===== src/rtl/noc_proto_pkg.sv =====
`default_nettype none

package noc_proto_pkg;

    localparam int FLIT_SIZE   = 32;
    localparam int HEADER_SIZE = 13;
    localparam int HDR_IDX_W   = $clog2(HEADER_SIZE + 1);

    typedef logic [FLIT_SIZE-1:0] flit_t;

    localparam flit_t MAPPER_ADDRESS   = 32'h0000_0000;
    localparam flit_t INJECTOR_ADDRESS = 32'h8000_0100; // Peripheral port of router 1x0

    typedef enum logic [FLIT_SIZE-1:0] {
        MESSAGE_DELIVERY = 32'h0000_0001,
        MESSAGE_REQUEST  = 32'h0000_0002,
        DATA_AV          = 32'h0000_0031,
        TASK_ALLOCATION  = 32'h0000_0040
    } service_e;

    // First payload word of a delivery
    typedef enum logic [FLIT_SIZE-1:0] {
        NEW_APP                = 32'h0000_0150,
        APP_ALLOCATION_REQUEST = 32'h0000_0240,
        APP_MAPPING_COMPLETE   = 32'h0000_0241
    } msg_e;

endpackage

`default_nettype wire


===== src/rtl/injector_pkg.sv =====
`default_nettype none

package injector_pkg;

    localparam int MAX_PAYLOAD_SIZE = 32;
    localparam int MAX_TASKS        = 30;  // Message word and app id take two payload slots
    localparam int AUX_SIZE         = 2;
    localparam int PAY_IDX_W        = $clog2(MAX_PAYLOAD_SIZE);
    localparam int AUX_IDX_W        = $clog2(AUX_SIZE + 1);

    typedef logic [8:0] task_cnt_t;
    typedef logic [7:0] task_idx_t;

    typedef enum logic [3:0] {
        INJ_IDLE, INJ_SEND_DESCRIPTOR, INJ_WAIT_ALLOC,
        INJ_RX_TEXT, INJ_RX_DATA, INJ_RX_BSS, INJ_RX_ENTRY,
        INJ_SEND_TASK, INJ_NEXT_TASK, INJ_WAIT_COMPLETE
    } inject_state_e;

    typedef enum logic [2:0] {
        SND_IDLE, SND_DATA_AV, SND_WAIT_REQUEST, SND_PACKET, SND_FINISHED
    } send_state_e;

    typedef enum logic [3:0] {
        RCV_IDLE, RCV_HEADER, RCV_SIZE, RCV_PACKET, RCV_SERVICE,
        RCV_DELIVERY, RCV_DROP, RCV_WAIT_DLVR, RCV_WAIT_ALLOC, RCV_MAP_COMPLETE
    } recv_state_e;

    typedef enum logic {PKT_DESCRIPTOR, PKT_TASK} pkt_kind_e;

    typedef enum logic [1:0] {FIELD_TEXT, FIELD_DATA, FIELD_BSS, FIELD_ENTRY} size_field_e;

endpackage

`default_nettype wire


===== src/rtl/inject_ctrl.sv =====
`timescale 1ns/1ps
`default_nettype none

module inject_ctrl (
    input  logic                      clk_i,
    input  logic                      rst_ni,
    input  logic                      src_rx_i,
    input  noc_proto_pkg::flit_t      src_data_i,
    output logic                      src_credit_o,
    input  logic                      stream_credit_i,
    output logic                      send_start_o,
    output injector_pkg::pkt_kind_e   send_kind_o,
    input  logic                      send_done_i,
    output logic                      size_load_o,
    output injector_pkg::size_field_e size_field_o,
    output injector_pkg::task_idx_t   task_idx_o,
    output noc_proto_pkg::flit_t      task_target_o,
    output noc_proto_pkg::flit_t      app_id_o,
    output injector_pkg::task_cnt_t   task_cnt_o,
    input  logic                      alloc_i,
    input  noc_proto_pkg::flit_t      app_id_i,
    input  noc_proto_pkg::flit_t      task_addr_i,
    output logic                      alloc_release_o,
    input  logic                      map_done_i
);

    import injector_pkg::*;

    inject_state_e state_q;
    inject_state_e state_d;
    logic          size_state;
    logic          last_task;

    assign size_state = state_q inside {INJ_RX_TEXT, INJ_RX_DATA, INJ_RX_BSS, INJ_RX_ENTRY};
    assign last_task  = task_cnt_t'(task_idx_o) == task_cnt_o - 1'b1;

    always_comb begin
        case (state_q)
            INJ_IDLE:            state_d = src_rx_i ? INJ_SEND_DESCRIPTOR : INJ_IDLE;
            INJ_SEND_DESCRIPTOR: state_d = send_done_i ? INJ_WAIT_ALLOC : state_q;
            INJ_WAIT_ALLOC:      state_d = alloc_i ? INJ_RX_TEXT : state_q;
            INJ_RX_TEXT:         state_d = src_rx_i ? INJ_RX_DATA : state_q;
            INJ_RX_DATA:         state_d = src_rx_i ? INJ_RX_BSS : state_q;
            INJ_RX_BSS:          state_d = src_rx_i ? INJ_RX_ENTRY : state_q;
            INJ_RX_ENTRY:        state_d = src_rx_i ? INJ_SEND_TASK : state_q;
            INJ_SEND_TASK:       state_d = send_done_i ? INJ_NEXT_TASK : state_q;
            INJ_NEXT_TASK:       state_d = last_task ? INJ_WAIT_COMPLETE : INJ_RX_TEXT;
            default:             state_d = map_done_i ? INJ_IDLE : state_q;
        endcase
    end

    always_ff @(posedge clk_i or negedge rst_ni) begin
        if (!rst_ni) begin
            state_q      <= INJ_IDLE;
            send_start_o <= 1'b0;
            task_cnt_o   <= '0;
            task_idx_o   <= '0;
        end else begin
            state_q      <= state_d;
            send_start_o <= (state_q inside {INJ_IDLE, INJ_RX_ENTRY}) && src_rx_i;
            if (state_q == INJ_IDLE && src_rx_i) begin
                task_cnt_o <= task_cnt_t'(src_data_i); // Count word is left for the descriptor
            end
            if (state_q == INJ_WAIT_ALLOC) begin
                task_idx_o <= '0;
            end else if (state_q == INJ_NEXT_TASK && !last_task) begin
                task_idx_o <= task_idx_o + 1'b1;
            end
        end
    end

    always_comb begin
        case (state_q)
            INJ_RX_DATA:  size_field_o = FIELD_DATA;
            INJ_RX_BSS:   size_field_o = FIELD_BSS;
            INJ_RX_ENTRY: size_field_o = FIELD_ENTRY;
            default:      size_field_o = FIELD_TEXT;
        endcase
    end

    // Size words are taken here, code and descriptor words by the sender
    assign src_credit_o    = size_state || stream_credit_i;
    assign size_load_o     = size_state && src_rx_i;
    assign send_kind_o     = (state_q == INJ_SEND_TASK) ? PKT_TASK : PKT_DESCRIPTOR;
    assign alloc_release_o = (state_q == INJ_NEXT_TASK) && last_task;
    assign task_target_o   = task_addr_i;
    assign app_id_o        = app_id_i;

endmodule

`default_nettype wire


===== src/rtl/packet_sender.sv =====
`timescale 1ns/1ps
`default_nettype none

module packet_sender (
    input  logic                      clk_i,
    input  logic                      rst_ni,
    input  logic                      send_start_i,
    input  injector_pkg::pkt_kind_e   send_kind_i,
    output logic                      send_done_o,
    input  logic                      size_load_i,
    input  injector_pkg::size_field_e size_field_i,
    input  injector_pkg::task_idx_t   task_idx_i,
    input  noc_proto_pkg::flit_t      task_target_i,
    input  noc_proto_pkg::flit_t      app_id_i,
    input  injector_pkg::task_cnt_t   task_cnt_i,
    input  logic                      request_i,
    input  noc_proto_pkg::flit_t      req_addr_i,
    input  noc_proto_pkg::flit_t      req_prod_i,
    input  noc_proto_pkg::flit_t      req_cons_i,
    input  logic                      src_rx_i,
    input  noc_proto_pkg::flit_t      src_data_i,
    output logic                      stream_credit_o,
    output logic                      noc_tx_o,
    output noc_proto_pkg::flit_t      noc_data_o,
    input  logic                      noc_credit_i
);

    import noc_proto_pkg::*;
    import injector_pkg::*;

    send_state_e          state_q;
    send_state_e          state_d;
    flit_t                hdr [HEADER_SIZE];
    logic [HDR_IDX_W-1:0] hdr_idx;
    logic [AUX_IDX_W-1:0] aux_idx;
    logic [AUX_IDX_W-1:0] aux_len;
    flit_t                sent_cnt;
    flit_t                aux_flit;
    logic                 start_desc;
    logic                 start_dlvr;
    logic                 in_stream;
    logic                 flit_moved;
    logic                 last_flit;

    assign start_desc = (state_q == SND_IDLE) && send_start_i && (send_kind_i == PKT_DESCRIPTOR);
    assign start_dlvr = (state_q == SND_WAIT_REQUEST) && request_i;
    assign in_stream  = (hdr_idx == HEADER_SIZE) && (aux_idx == aux_len);
    assign flit_moved = noc_tx_o && noc_credit_i;
    assign last_flit  = flit_moved && (sent_cnt == hdr[1] + 1'b1); // P+2 flits in all
    assign aux_flit   = (aux_idx == '0) ? flit_t'(NEW_APP) : INJECTOR_ADDRESS;

    always_ff @(posedge clk_i) begin
        if (start_desc || start_dlvr || (size_load_i && size_field_i == FIELD_TEXT)) begin
            for (int i = 0; i < HEADER_SIZE; i++) begin
                hdr[i] <= '0;
            end
        end
        if (start_desc) begin
            hdr[0] <= MAPPER_ADDRESS;
            hdr[1] <= flit_t'(HEADER_SIZE - 2);
            hdr[2] <= DATA_AV;
            hdr[3] <= INJECTOR_ADDRESS;
            hdr[8] <= INJECTOR_ADDRESS;
        end else if (start_dlvr) begin
            hdr[0] <= req_addr_i;
            hdr[1] <= flit_t'({task_cnt_i, 1'b0}) + flit_t'(HEADER_SIZE + 1);
            hdr[2] <= MESSAGE_DELIVERY;
            hdr[3] <= req_prod_i;
            hdr[4] <= req_cons_i;
            hdr[8] <= (flit_t'({task_cnt_i, 1'b0}) + flit_t'(AUX_SIZE + 1)) << 2; // Bytes
        end else if (size_load_i) begin
            case (size_field_i)
                FIELD_TEXT: begin
                    hdr[0]  <= task_target_i;
                    hdr[1]  <= src_data_i;
                    hdr[2]  <= TASK_ALLOCATION;
                    hdr[3]  <= flit_t'({app_id_i[7:0], task_idx_i});
                    hdr[4]  <= MAPPER_ADDRESS;
                    hdr[10] <= src_data_i;
                end
                FIELD_DATA: begin
                    hdr[1] <= hdr[1] + src_data_i;
                    hdr[9] <= src_data_i;
                end
                FIELD_BSS: begin
                    hdr[1]  <= hdr[1] >> 2;           // Bytes to code words
                    hdr[11] <= src_data_i;
                end
                default: begin
                    hdr[1]  <= hdr[1] + flit_t'(HEADER_SIZE - 2);
                    hdr[12] <= src_data_i;
                end
            endcase
        end
    end

    always_ff @(posedge clk_i or negedge rst_ni) begin
        if (!rst_ni) begin
            state_q  <= SND_IDLE;
            hdr_idx  <= '0;
            aux_idx  <= '0;
            aux_len  <= '0;
            sent_cnt <= '0;
        end else begin
            state_q <= state_d;
            if (state_q inside {SND_IDLE, SND_WAIT_REQUEST}) begin
                hdr_idx  <= '0;
                aux_idx  <= '0;
                sent_cnt <= '0;
            end else if (flit_moved) begin
                sent_cnt <= sent_cnt + 1'b1;
                if (hdr_idx != HEADER_SIZE) begin
                    hdr_idx <= hdr_idx + 1'b1;
                end else if (aux_idx != aux_len) begin
                    aux_idx <= aux_idx + 1'b1;
                end
            end
            if (start_dlvr) begin
                aux_len <= AUX_IDX_W'(AUX_SIZE);
            end else if (state_q == SND_IDLE) begin
                aux_len <= '0;
            end
        end
    end

    always_comb begin
        state_d = state_q;
        case (state_q)
            SND_IDLE: begin
                if (send_start_i) begin
                    state_d = (send_kind_i == PKT_TASK) ? SND_PACKET : SND_DATA_AV;
                end
            end
            SND_DATA_AV:      state_d = last_flit ? SND_WAIT_REQUEST : state_q;
            SND_WAIT_REQUEST: state_d = request_i ? SND_PACKET : state_q;
            SND_PACKET:       state_d = last_flit ? SND_FINISHED : state_q;
            default:          state_d = SND_IDLE;
        endcase
    end

    always_comb begin
        case (state_q)
            SND_DATA_AV: noc_tx_o = 1'b1;
            SND_PACKET:  noc_tx_o = in_stream ? src_rx_i : 1'b1;
            default:     noc_tx_o = 1'b0;
        endcase
    end

    assign stream_credit_o = (state_q == SND_PACKET) && in_stream && noc_credit_i;
    assign send_done_o     = (state_q == SND_FINISHED);
    assign noc_data_o      = (hdr_idx != HEADER_SIZE) ? hdr[hdr_idx]
                           : (aux_idx != aux_len)     ? aux_flit
                           : src_data_i;

endmodule

`default_nettype wire


===== src/rtl/packet_receiver.sv =====
`timescale 1ns/1ps
`default_nettype none

module packet_receiver (
    input  logic                    clk_i,
    input  logic                    rst_ni,
    input  logic                    noc_rx_i,
    input  noc_proto_pkg::flit_t    noc_data_i,
    output logic                    noc_credit_o,
    input  logic                    send_done_i,
    input  logic                    alloc_release_i,
    input  injector_pkg::task_idx_t task_idx_i,
    output logic                    request_o,
    output noc_proto_pkg::flit_t    req_addr_o,
    output noc_proto_pkg::flit_t    req_prod_o,
    output noc_proto_pkg::flit_t    req_cons_o,
    output logic                    alloc_o,
    output noc_proto_pkg::flit_t    app_id_o,
    output noc_proto_pkg::flit_t    task_addr_o,
    output logic                    map_done_o
);

    import noc_proto_pkg::*;
    import injector_pkg::*;

    recv_state_e          state_q;
    recv_state_e          state_d;
    flit_t                in_hdr [HEADER_SIZE];
    flit_t                in_pay [MAX_PAYLOAD_SIZE];
    flit_t                rx_cnt;                     // Flits taken of the current packet
    logic                 accept;
    logic                 last_flit;
    logic                 oversize;
    logic [PAY_IDX_W-1:0] pay_idx;
    logic [PAY_IDX_W-1:0] task_slot;

    assign noc_credit_o = state_q inside {RCV_IDLE, RCV_HEADER, RCV_SIZE, RCV_PACKET, RCV_DROP};
    assign accept    = noc_rx_i && noc_credit_o;
    assign last_flit = accept && (rx_cnt == in_hdr[1] + 1'b1);
    assign oversize  = in_hdr[1] > flit_t'(MAX_PAYLOAD_SIZE + HEADER_SIZE - 2);
    assign pay_idx   = PAY_IDX_W'(rx_cnt - HEADER_SIZE);
    assign task_slot = PAY_IDX_W'(task_idx_i + 2'd2);

    always_ff @(posedge clk_i) begin
        if (accept && rx_cnt < HEADER_SIZE) begin
            in_hdr[rx_cnt[HDR_IDX_W-1:0]] <= noc_data_i;
        end else if (accept && state_q == RCV_PACKET) begin
            in_pay[pay_idx] <= noc_data_i;
        end
    end

    always_ff @(posedge clk_i or negedge rst_ni) begin
        if (!rst_ni) begin
            state_q <= RCV_IDLE;
            rx_cnt  <= '0;
        end else begin
            state_q <= state_d;
            if (state_d == RCV_IDLE) begin
                rx_cnt <= '0;
            end else if (accept) begin
                rx_cnt <= rx_cnt + 1'b1;
            end
        end
    end

    always_comb begin
        state_d = state_q;
        case (state_q)
            RCV_IDLE, RCV_HEADER: state_d = noc_rx_i ? RCV_SIZE : RCV_HEADER;
            RCV_SIZE:             state_d = noc_rx_i ? RCV_PACKET : RCV_SIZE;
            RCV_PACKET: begin
                if (oversize) begin
                    state_d = RCV_DROP;
                end else if (last_flit) begin
                    state_d = RCV_SERVICE;
                end
            end
            RCV_SERVICE: begin
                case (in_hdr[2])
                    MESSAGE_REQUEST:  state_d = RCV_WAIT_DLVR;
                    MESSAGE_DELIVERY: state_d = RCV_DELIVERY;
                    default:          state_d = RCV_IDLE;
                endcase
            end
            RCV_DELIVERY: begin
                case (in_pay[0])
                    APP_ALLOCATION_REQUEST: state_d = RCV_WAIT_ALLOC;
                    APP_MAPPING_COMPLETE:   state_d = RCV_MAP_COMPLETE;
                    default:                state_d = RCV_IDLE;
                endcase
            end
            RCV_DROP:       state_d = last_flit ? RCV_IDLE : RCV_DROP;
            RCV_WAIT_DLVR:  state_d = send_done_i ? RCV_IDLE : RCV_WAIT_DLVR;
            RCV_WAIT_ALLOC: state_d = alloc_release_i ? RCV_IDLE : RCV_WAIT_ALLOC;
            default:        state_d = RCV_IDLE;
        endcase
    end

    // Header stays put while credit is low, so the requester fields hold
    assign request_o   = (state_q == RCV_SERVICE) && (in_hdr[2] == MESSAGE_REQUEST);
    assign req_addr_o  = in_hdr[8];
    assign req_prod_o  = in_hdr[3];
    assign req_cons_o  = in_hdr[4];
    assign alloc_o     = (state_q == RCV_WAIT_ALLOC);
    assign app_id_o    = in_pay[1];
    assign task_addr_o = in_pay[task_slot];
    assign map_done_o  = (state_q == RCV_MAP_COMPLETE);

endmodule

`default_nettype wire


===== src/rtl/task_injector.sv =====
`timescale 1ns/1ps
`default_nettype none

module task_injector (
    input  logic                 clk_i,
    input  logic                 rst_ni,
    input  logic                 src_rx_i,
    input  noc_proto_pkg::flit_t src_data_i,
    output logic                 src_credit_o,
    output logic                 noc_tx_o,
    output noc_proto_pkg::flit_t noc_data_o,
    input  logic                 noc_credit_i,
    input  logic                 noc_rx_i,
    input  noc_proto_pkg::flit_t noc_data_i,
    output logic                 noc_credit_o
);

    import noc_proto_pkg::*;
    import injector_pkg::*;

    logic        send_start;
    pkt_kind_e   send_kind;
    logic        send_done;
    logic        stream_credit;
    logic        size_load;
    size_field_e size_field;
    task_idx_t   task_idx;
    task_cnt_t   task_cnt;
    flit_t       task_target;
    flit_t       task_app_id;    // App id as seen by the sender
    logic        alloc;
    logic        alloc_release;
    flit_t       alloc_app_id;
    flit_t       task_addr;
    logic        map_done;
    logic        request;
    flit_t       req_addr;
    flit_t       req_prod;
    flit_t       req_cons;

    inject_ctrl u_ctrl (
        .clk_i, .rst_ni, .src_rx_i, .src_data_i, .src_credit_o,
        .stream_credit_i(stream_credit), .send_start_o(send_start), .send_kind_o(send_kind),
        .send_done_i(send_done), .size_load_o(size_load), .size_field_o(size_field),
        .task_idx_o(task_idx), .task_target_o(task_target), .app_id_o(task_app_id),
        .task_cnt_o(task_cnt), .alloc_i(alloc), .app_id_i(alloc_app_id),
        .task_addr_i(task_addr), .alloc_release_o(alloc_release), .map_done_i(map_done)
    );

    packet_sender u_sender (
        .clk_i, .rst_ni, .send_start_i(send_start), .send_kind_i(send_kind),
        .send_done_o(send_done), .size_load_i(size_load), .size_field_i(size_field),
        .task_idx_i(task_idx), .task_target_i(task_target), .app_id_i(task_app_id),
        .task_cnt_i(task_cnt), .request_i(request), .req_addr_i(req_addr),
        .req_prod_i(req_prod), .req_cons_i(req_cons), .src_rx_i, .src_data_i,
        .stream_credit_o(stream_credit), .noc_tx_o, .noc_data_o, .noc_credit_i
    );

    packet_receiver u_receiver (
        .clk_i, .rst_ni, .noc_rx_i, .noc_data_i, .noc_credit_o,
        .send_done_i(send_done), .alloc_release_i(alloc_release), .task_idx_i(task_idx),
        .request_o(request), .req_addr_o(req_addr), .req_prod_o(req_prod),
        .req_cons_o(req_cons), .alloc_o(alloc), .app_id_o(alloc_app_id),
        .task_addr_o(task_addr), .map_done_o(map_done)
    );

endmodule

`default_nettype wire


===== config.mk =====
export PLATFORM = sky130hd
export DESIGN_NAME = task_injector
export DESIGN_NICKNAME = d
export VERILOG_FILES = /design/src/rtl/noc_proto_pkg.sv /design/src/rtl/injector_pkg.sv /design/src/rtl/inject_ctrl.sv /design/src/rtl/packet_sender.sv /design/src/rtl/packet_receiver.sv /design/src/rtl/task_injector.sv
export SDC_FILE = /design/constraint.sdc
export NUM_CORES = 2
export LEC_CHECK = 0
export BUFFER_PORTS_ARGS = -buffer_cell sky130_fd_sc_hd__buf_2
export CAP_MARGIN = 20
export CORE_MARGIN = 2
export CORE_UTILIZATION = 65
export CTS_BUF_LIST = sky130_fd_sc_hd__clkbuf_2 sky130_fd_sc_hd__clkbuf_4 sky130_fd_sc_hd__clkbuf_8
export CTS_CLUSTER_DIAMETER = 60
export DETAILED_ROUTE_END_ITERATION = 16
export GPL_ROUTABILITY_DRIVEN = 0
export GPL_TIMING_DRIVEN = 1
export PLACE_DENSITY = 0.82
export REMOVE_ABC_BUFFERS = 1
export SLEW_MARGIN = 20
export SYNTH_ARGS = -nofsm -noshare
export SYNTH_HDL_FRONTEND = slang
export SYNTH_SLANG_ARGS = --single-unit

===== constraint.sdc =====
create_clock -name clk_i -period 6.8 [get_ports clk_i]
set_clock_uncertainty 0.2 [all_clocks]
set_input_delay 2.04 -clock clk_i [delete_from_list [all_inputs] [get_ports clk_i]]
set_output_delay 2.04 -clock clk_i [all_outputs]
set_load 0.02 [all_outputs]

==> impl_metrics.json <==
{
  "status": "completed",
  "p_clk_frac": 0.298,
  "dp_cells": 5491,
  "io_pins": 104,
  "drc": 0,
  "synth-async-reset-ratio": 0.06431,
  "portBuffers": 103,
  "antenna_found_initial": 7,
  "ys_types": 85,
  "routed_wirelength_um": 174600,
  "instances_no_fill": 5912,
  "synth_edf_count": 1455,
  "synth.cell_area_um2": 66970,
  "cp_top_family": "compound AO/OA/AOI/OAI gates",
  "rows": 117,
  "path_buf_inv": 2,
  "path_max_fanout": 44,
  "ys_seq_elements": 1555,
  "critPathLaunchType": "register",
  "wl_met2_um": 85410,
  "setup_viol": 0,
  "swShare": 0.3149,
  "nets": 4471,
  "yosys_warnings": 0,
  "vias": 40330,
  "p_per_area_nw_per_um2": 339.7,
  "netlist_instances": 4177,
  "worstMarginPinSlew_ns": 1.055,
  "die_h_um": 325.0,
  "top_layer_used": "met5",
  "cts_resized": 0,
  "synth_largest_area_cell": "edfxtp_1",
  "fmax_mhz": 159.0,
  "cts_sinks": 1555,
  "yosysTopAreaCellShare": 0.6524,
  "final_cell_mix": "edfxtp_1, mux4_2, nand2_1, nor2_1, clkbuf_8",
  "fp.dieW_um": 325.0,
  "clock_latency_ns": 0.94,
  "cts_tree": "done",
  "critPathArrivalTime_ns": 4.05,
  "cts_hold_buf": 0,
  "syn_to_final_growth_pct": 10.43,
  "critPathKind": "reg2out",
  "cts_max_path_buffers": 3,
  "path_clk_slew_ns": 0.06,
  "grt_pass1_vias": 39600,
  "die_area_um2": 105600,
  "cap_violations": 0,
  "maxSlewViolCount": 0,
  "htree_levels": 4,
  "leakagePower_nw": 24.57,
  "root_buffer": "clkbuf_8",
  "grt_max_degree": 150,
  "power_switching_mw": 7.911,
  "hold_viol_final": 0,
  "grt_overflow": 0,
  "crit_path_frequent_cell": "a21oi_1",
  "synthTopCellsByArea": "edfxtp_1, mux4_2, dfrtp_1",
  "drive_above_1_share": 0.2213,
  "dr_wl_met3_um": 18450,
  "crit_slowest_cell": "dfrtp_4",
  "initialDrtViolationCount": 5536,
  "seqPwrFrac": 0.477,
  "wl_per_cell_um": 29.53,
  "avgSynthCellArea_um2": 16.03,
  "grt_usage": 0.3323,
  "grt_pass1_wl_um": 256900,
  "post-route-min-period_ns": 6.291,
  "post_cts_buffers": 0,
  "layout_commonest_cell": "edfxtp_1",
  "ys_seq_area_frac": 0.6898,
  "fp.coreArea_um2": 102000,
  "synth_ff_type": "edfxtp_1",
  "pwr-share-comb": 0.225,
  "viasPerCell": 6.821,
  "post-route-period-util": 0.9251,
  "first_pass_iters": 9,
  "slowest_delay_ns": 0.85,
  "cp.required_ns": 4.56,
  "critPathCaptureType": "output port",
  "dp_hpwl_um": 108500,
  "p_int_mw": 17.21,
  "ir_worst_vdd_mv": 0.2568,
  "met1_length_um": 61640,
  "slew-limit-headroom": 0.2902,
  "hold_class": "reg2reg",
  "finalPower_mw": 25.12,
  "numCtsBuffers": 227,
  "rsz0062_at_grt": "no",
  "drtAntennaViolNets": 0,
  "initial_core_util": 0.6563,
  "crit_chain": "buf_4 -> nand2_1 -> o22ai_1 -> nor2_1 -> a21oi_1 -> a21oi_1 -> a221o_1 -> buf_2"
}
-- path summary, 6_finish.rpt --
kind,startpoint,endpoint,slack [ns],cells after the start
setup / recovery,u_sender.hdr_idx[0]$_DFFE_PN0P_,noc_data_o[7],0.51,8
hold / removal,u_receiver.in_hdr[4][15]$_DFFE_PP_,u_sender.hdr[4][15]$_SDFFCE_PP0P_,0.31,1
setup reg to reg,u_receiver.state_q[2]$_DFF_PN0_,u_sender.hdr[1][8]$_SDFFCE_PN0P_,2.28,12
hold reg to reg,u_receiver.in_hdr[4][15]$_DFFE_PP_,u_sender.hdr[4][15]$_SDFFCE_PP0P_,0.31,1
max in group asynchronous,rst_ni,u_sender.hdr_idx[0]$_DFFE_PN0P_,4.28,2
min in group asynchronous,rst_ni,u_receiver.rx_cnt[15]$_DFFE_PN0P_,1.02,1
-- layout make-up --
cell class	instances	area (µm²)
fillers	5928	28080
clock inverters	102	737.0
well taps	1368	1712
flip-flops and latches	1555	46210
multi-input cells	2319	19930
inverters	61	230.2
clock buffers	314	3859
diodes	3	7.507
repair buffers	190	1271
-- worst register-to-register path, stage by stage (launching register included) --
cell	delay, ns
dfrtp_1	0.55
nor3b_1	0.78
nand3_1	0.19
nor4_1	0.49
nand3_2	0.17
clkinv_2	0.15
nor2_2	0.04
buf_4	0.27
and4_1	0.27
buf_4	0.30
a211oi_1	0.47
a21oi_1	0.10
a221o_1	0.29
-- cell families (layout without fill, tap and decap cells) --
group           after synthesis  in the layout  synth area share
mux                         406            406            0.1242
other cells                   0              3                 0
simple gates               1149           1149           0.08381
buf+inv                     303            667           0.01767
xor+xnor                    229            229           0.02995
fa+ha+maj                    48             48          0.009080
flops                      1555           1555            0.6898
compound gates              487            487           0.04544
-- power by group through the flow --
stage	logic (mW)	clock network, mW	registers, mW
5_1_grt	6.02	7.93	12.0
6_report	5.64	7.50	12.0
3_5_place_dp	5.50	0	12.1
2_1_floorplan	4.60	0	12.2
3_3_place_gp	5.38	0	12.1
4_1_cts	5.54	7.55	11.9
-- sequential cells by signal (all words and copies together) (netlist names), 3 cells and up --
name / cells
u_receiver.rx_cnt: 32
u_ctrl.state_q: 4
u_sender.hdr_idx: 4
u_receiver.state_q: 4
u_receiver.in_pay: 1024
u_sender.sent_cnt: 32
u_ctrl.task_cnt_o: 9
u_ctrl.task_idx_o: 8
u_sender.state_q: 3
u_receiver.in_hdr: 160
u_sender.hdr: 271
-- per-stage QoR --
stage	utilization	hold WS (ns)	setup WS, ns	TNS (ns)	instance area (µm²)
global placement	0.6790	0.2965	1.343	0	69280
finish	0.7248	0.3146	0.5091	0	73950
global route	0.7248	0.3268	0.2966	0	73950
floorplan	-	0.2817	-6.165	-562.96	66010
CTS	0.7242	0.3042	0.5362	0	73900
detailed placement	0.6792	0.2995	1.248	0	69300
-- synth_stat cells (all sizes together) (19+ instances only) --
| cell | n |
|---|---|
| mux2i | 28 |
| nor4 | 38 |
| a21oi | 178 |
| nand4 | 51 |
| o22ai | 24 |
| nand2 | 324 |
| dfrtp | 100 |
| a22oi | 20 |
| xor2 | 107 |
| mux2 | 42 |
| buf | 50 |
| edfxtp | 1455 |
| nand3 | 100 |
| xnor2 | 122 |
| clkbuf | 192 |
| ha | 47 |
| mux4 | 336 |
| inv | 61 |
| or3 | 19 |
| nor3 | 60 |
| and3 | 78 |
| o21ai | 104 |
| and2 | 103 |
| nor2 | 291 |
-- per-layer routing --
metal  track usage  vias up
met4        0.1574        2
met3       0.06250      547
met5             0        -
met2        0.5390     2961
met1        0.4418    20110
li1              -    16710
(Power assumes the default switching activity.)
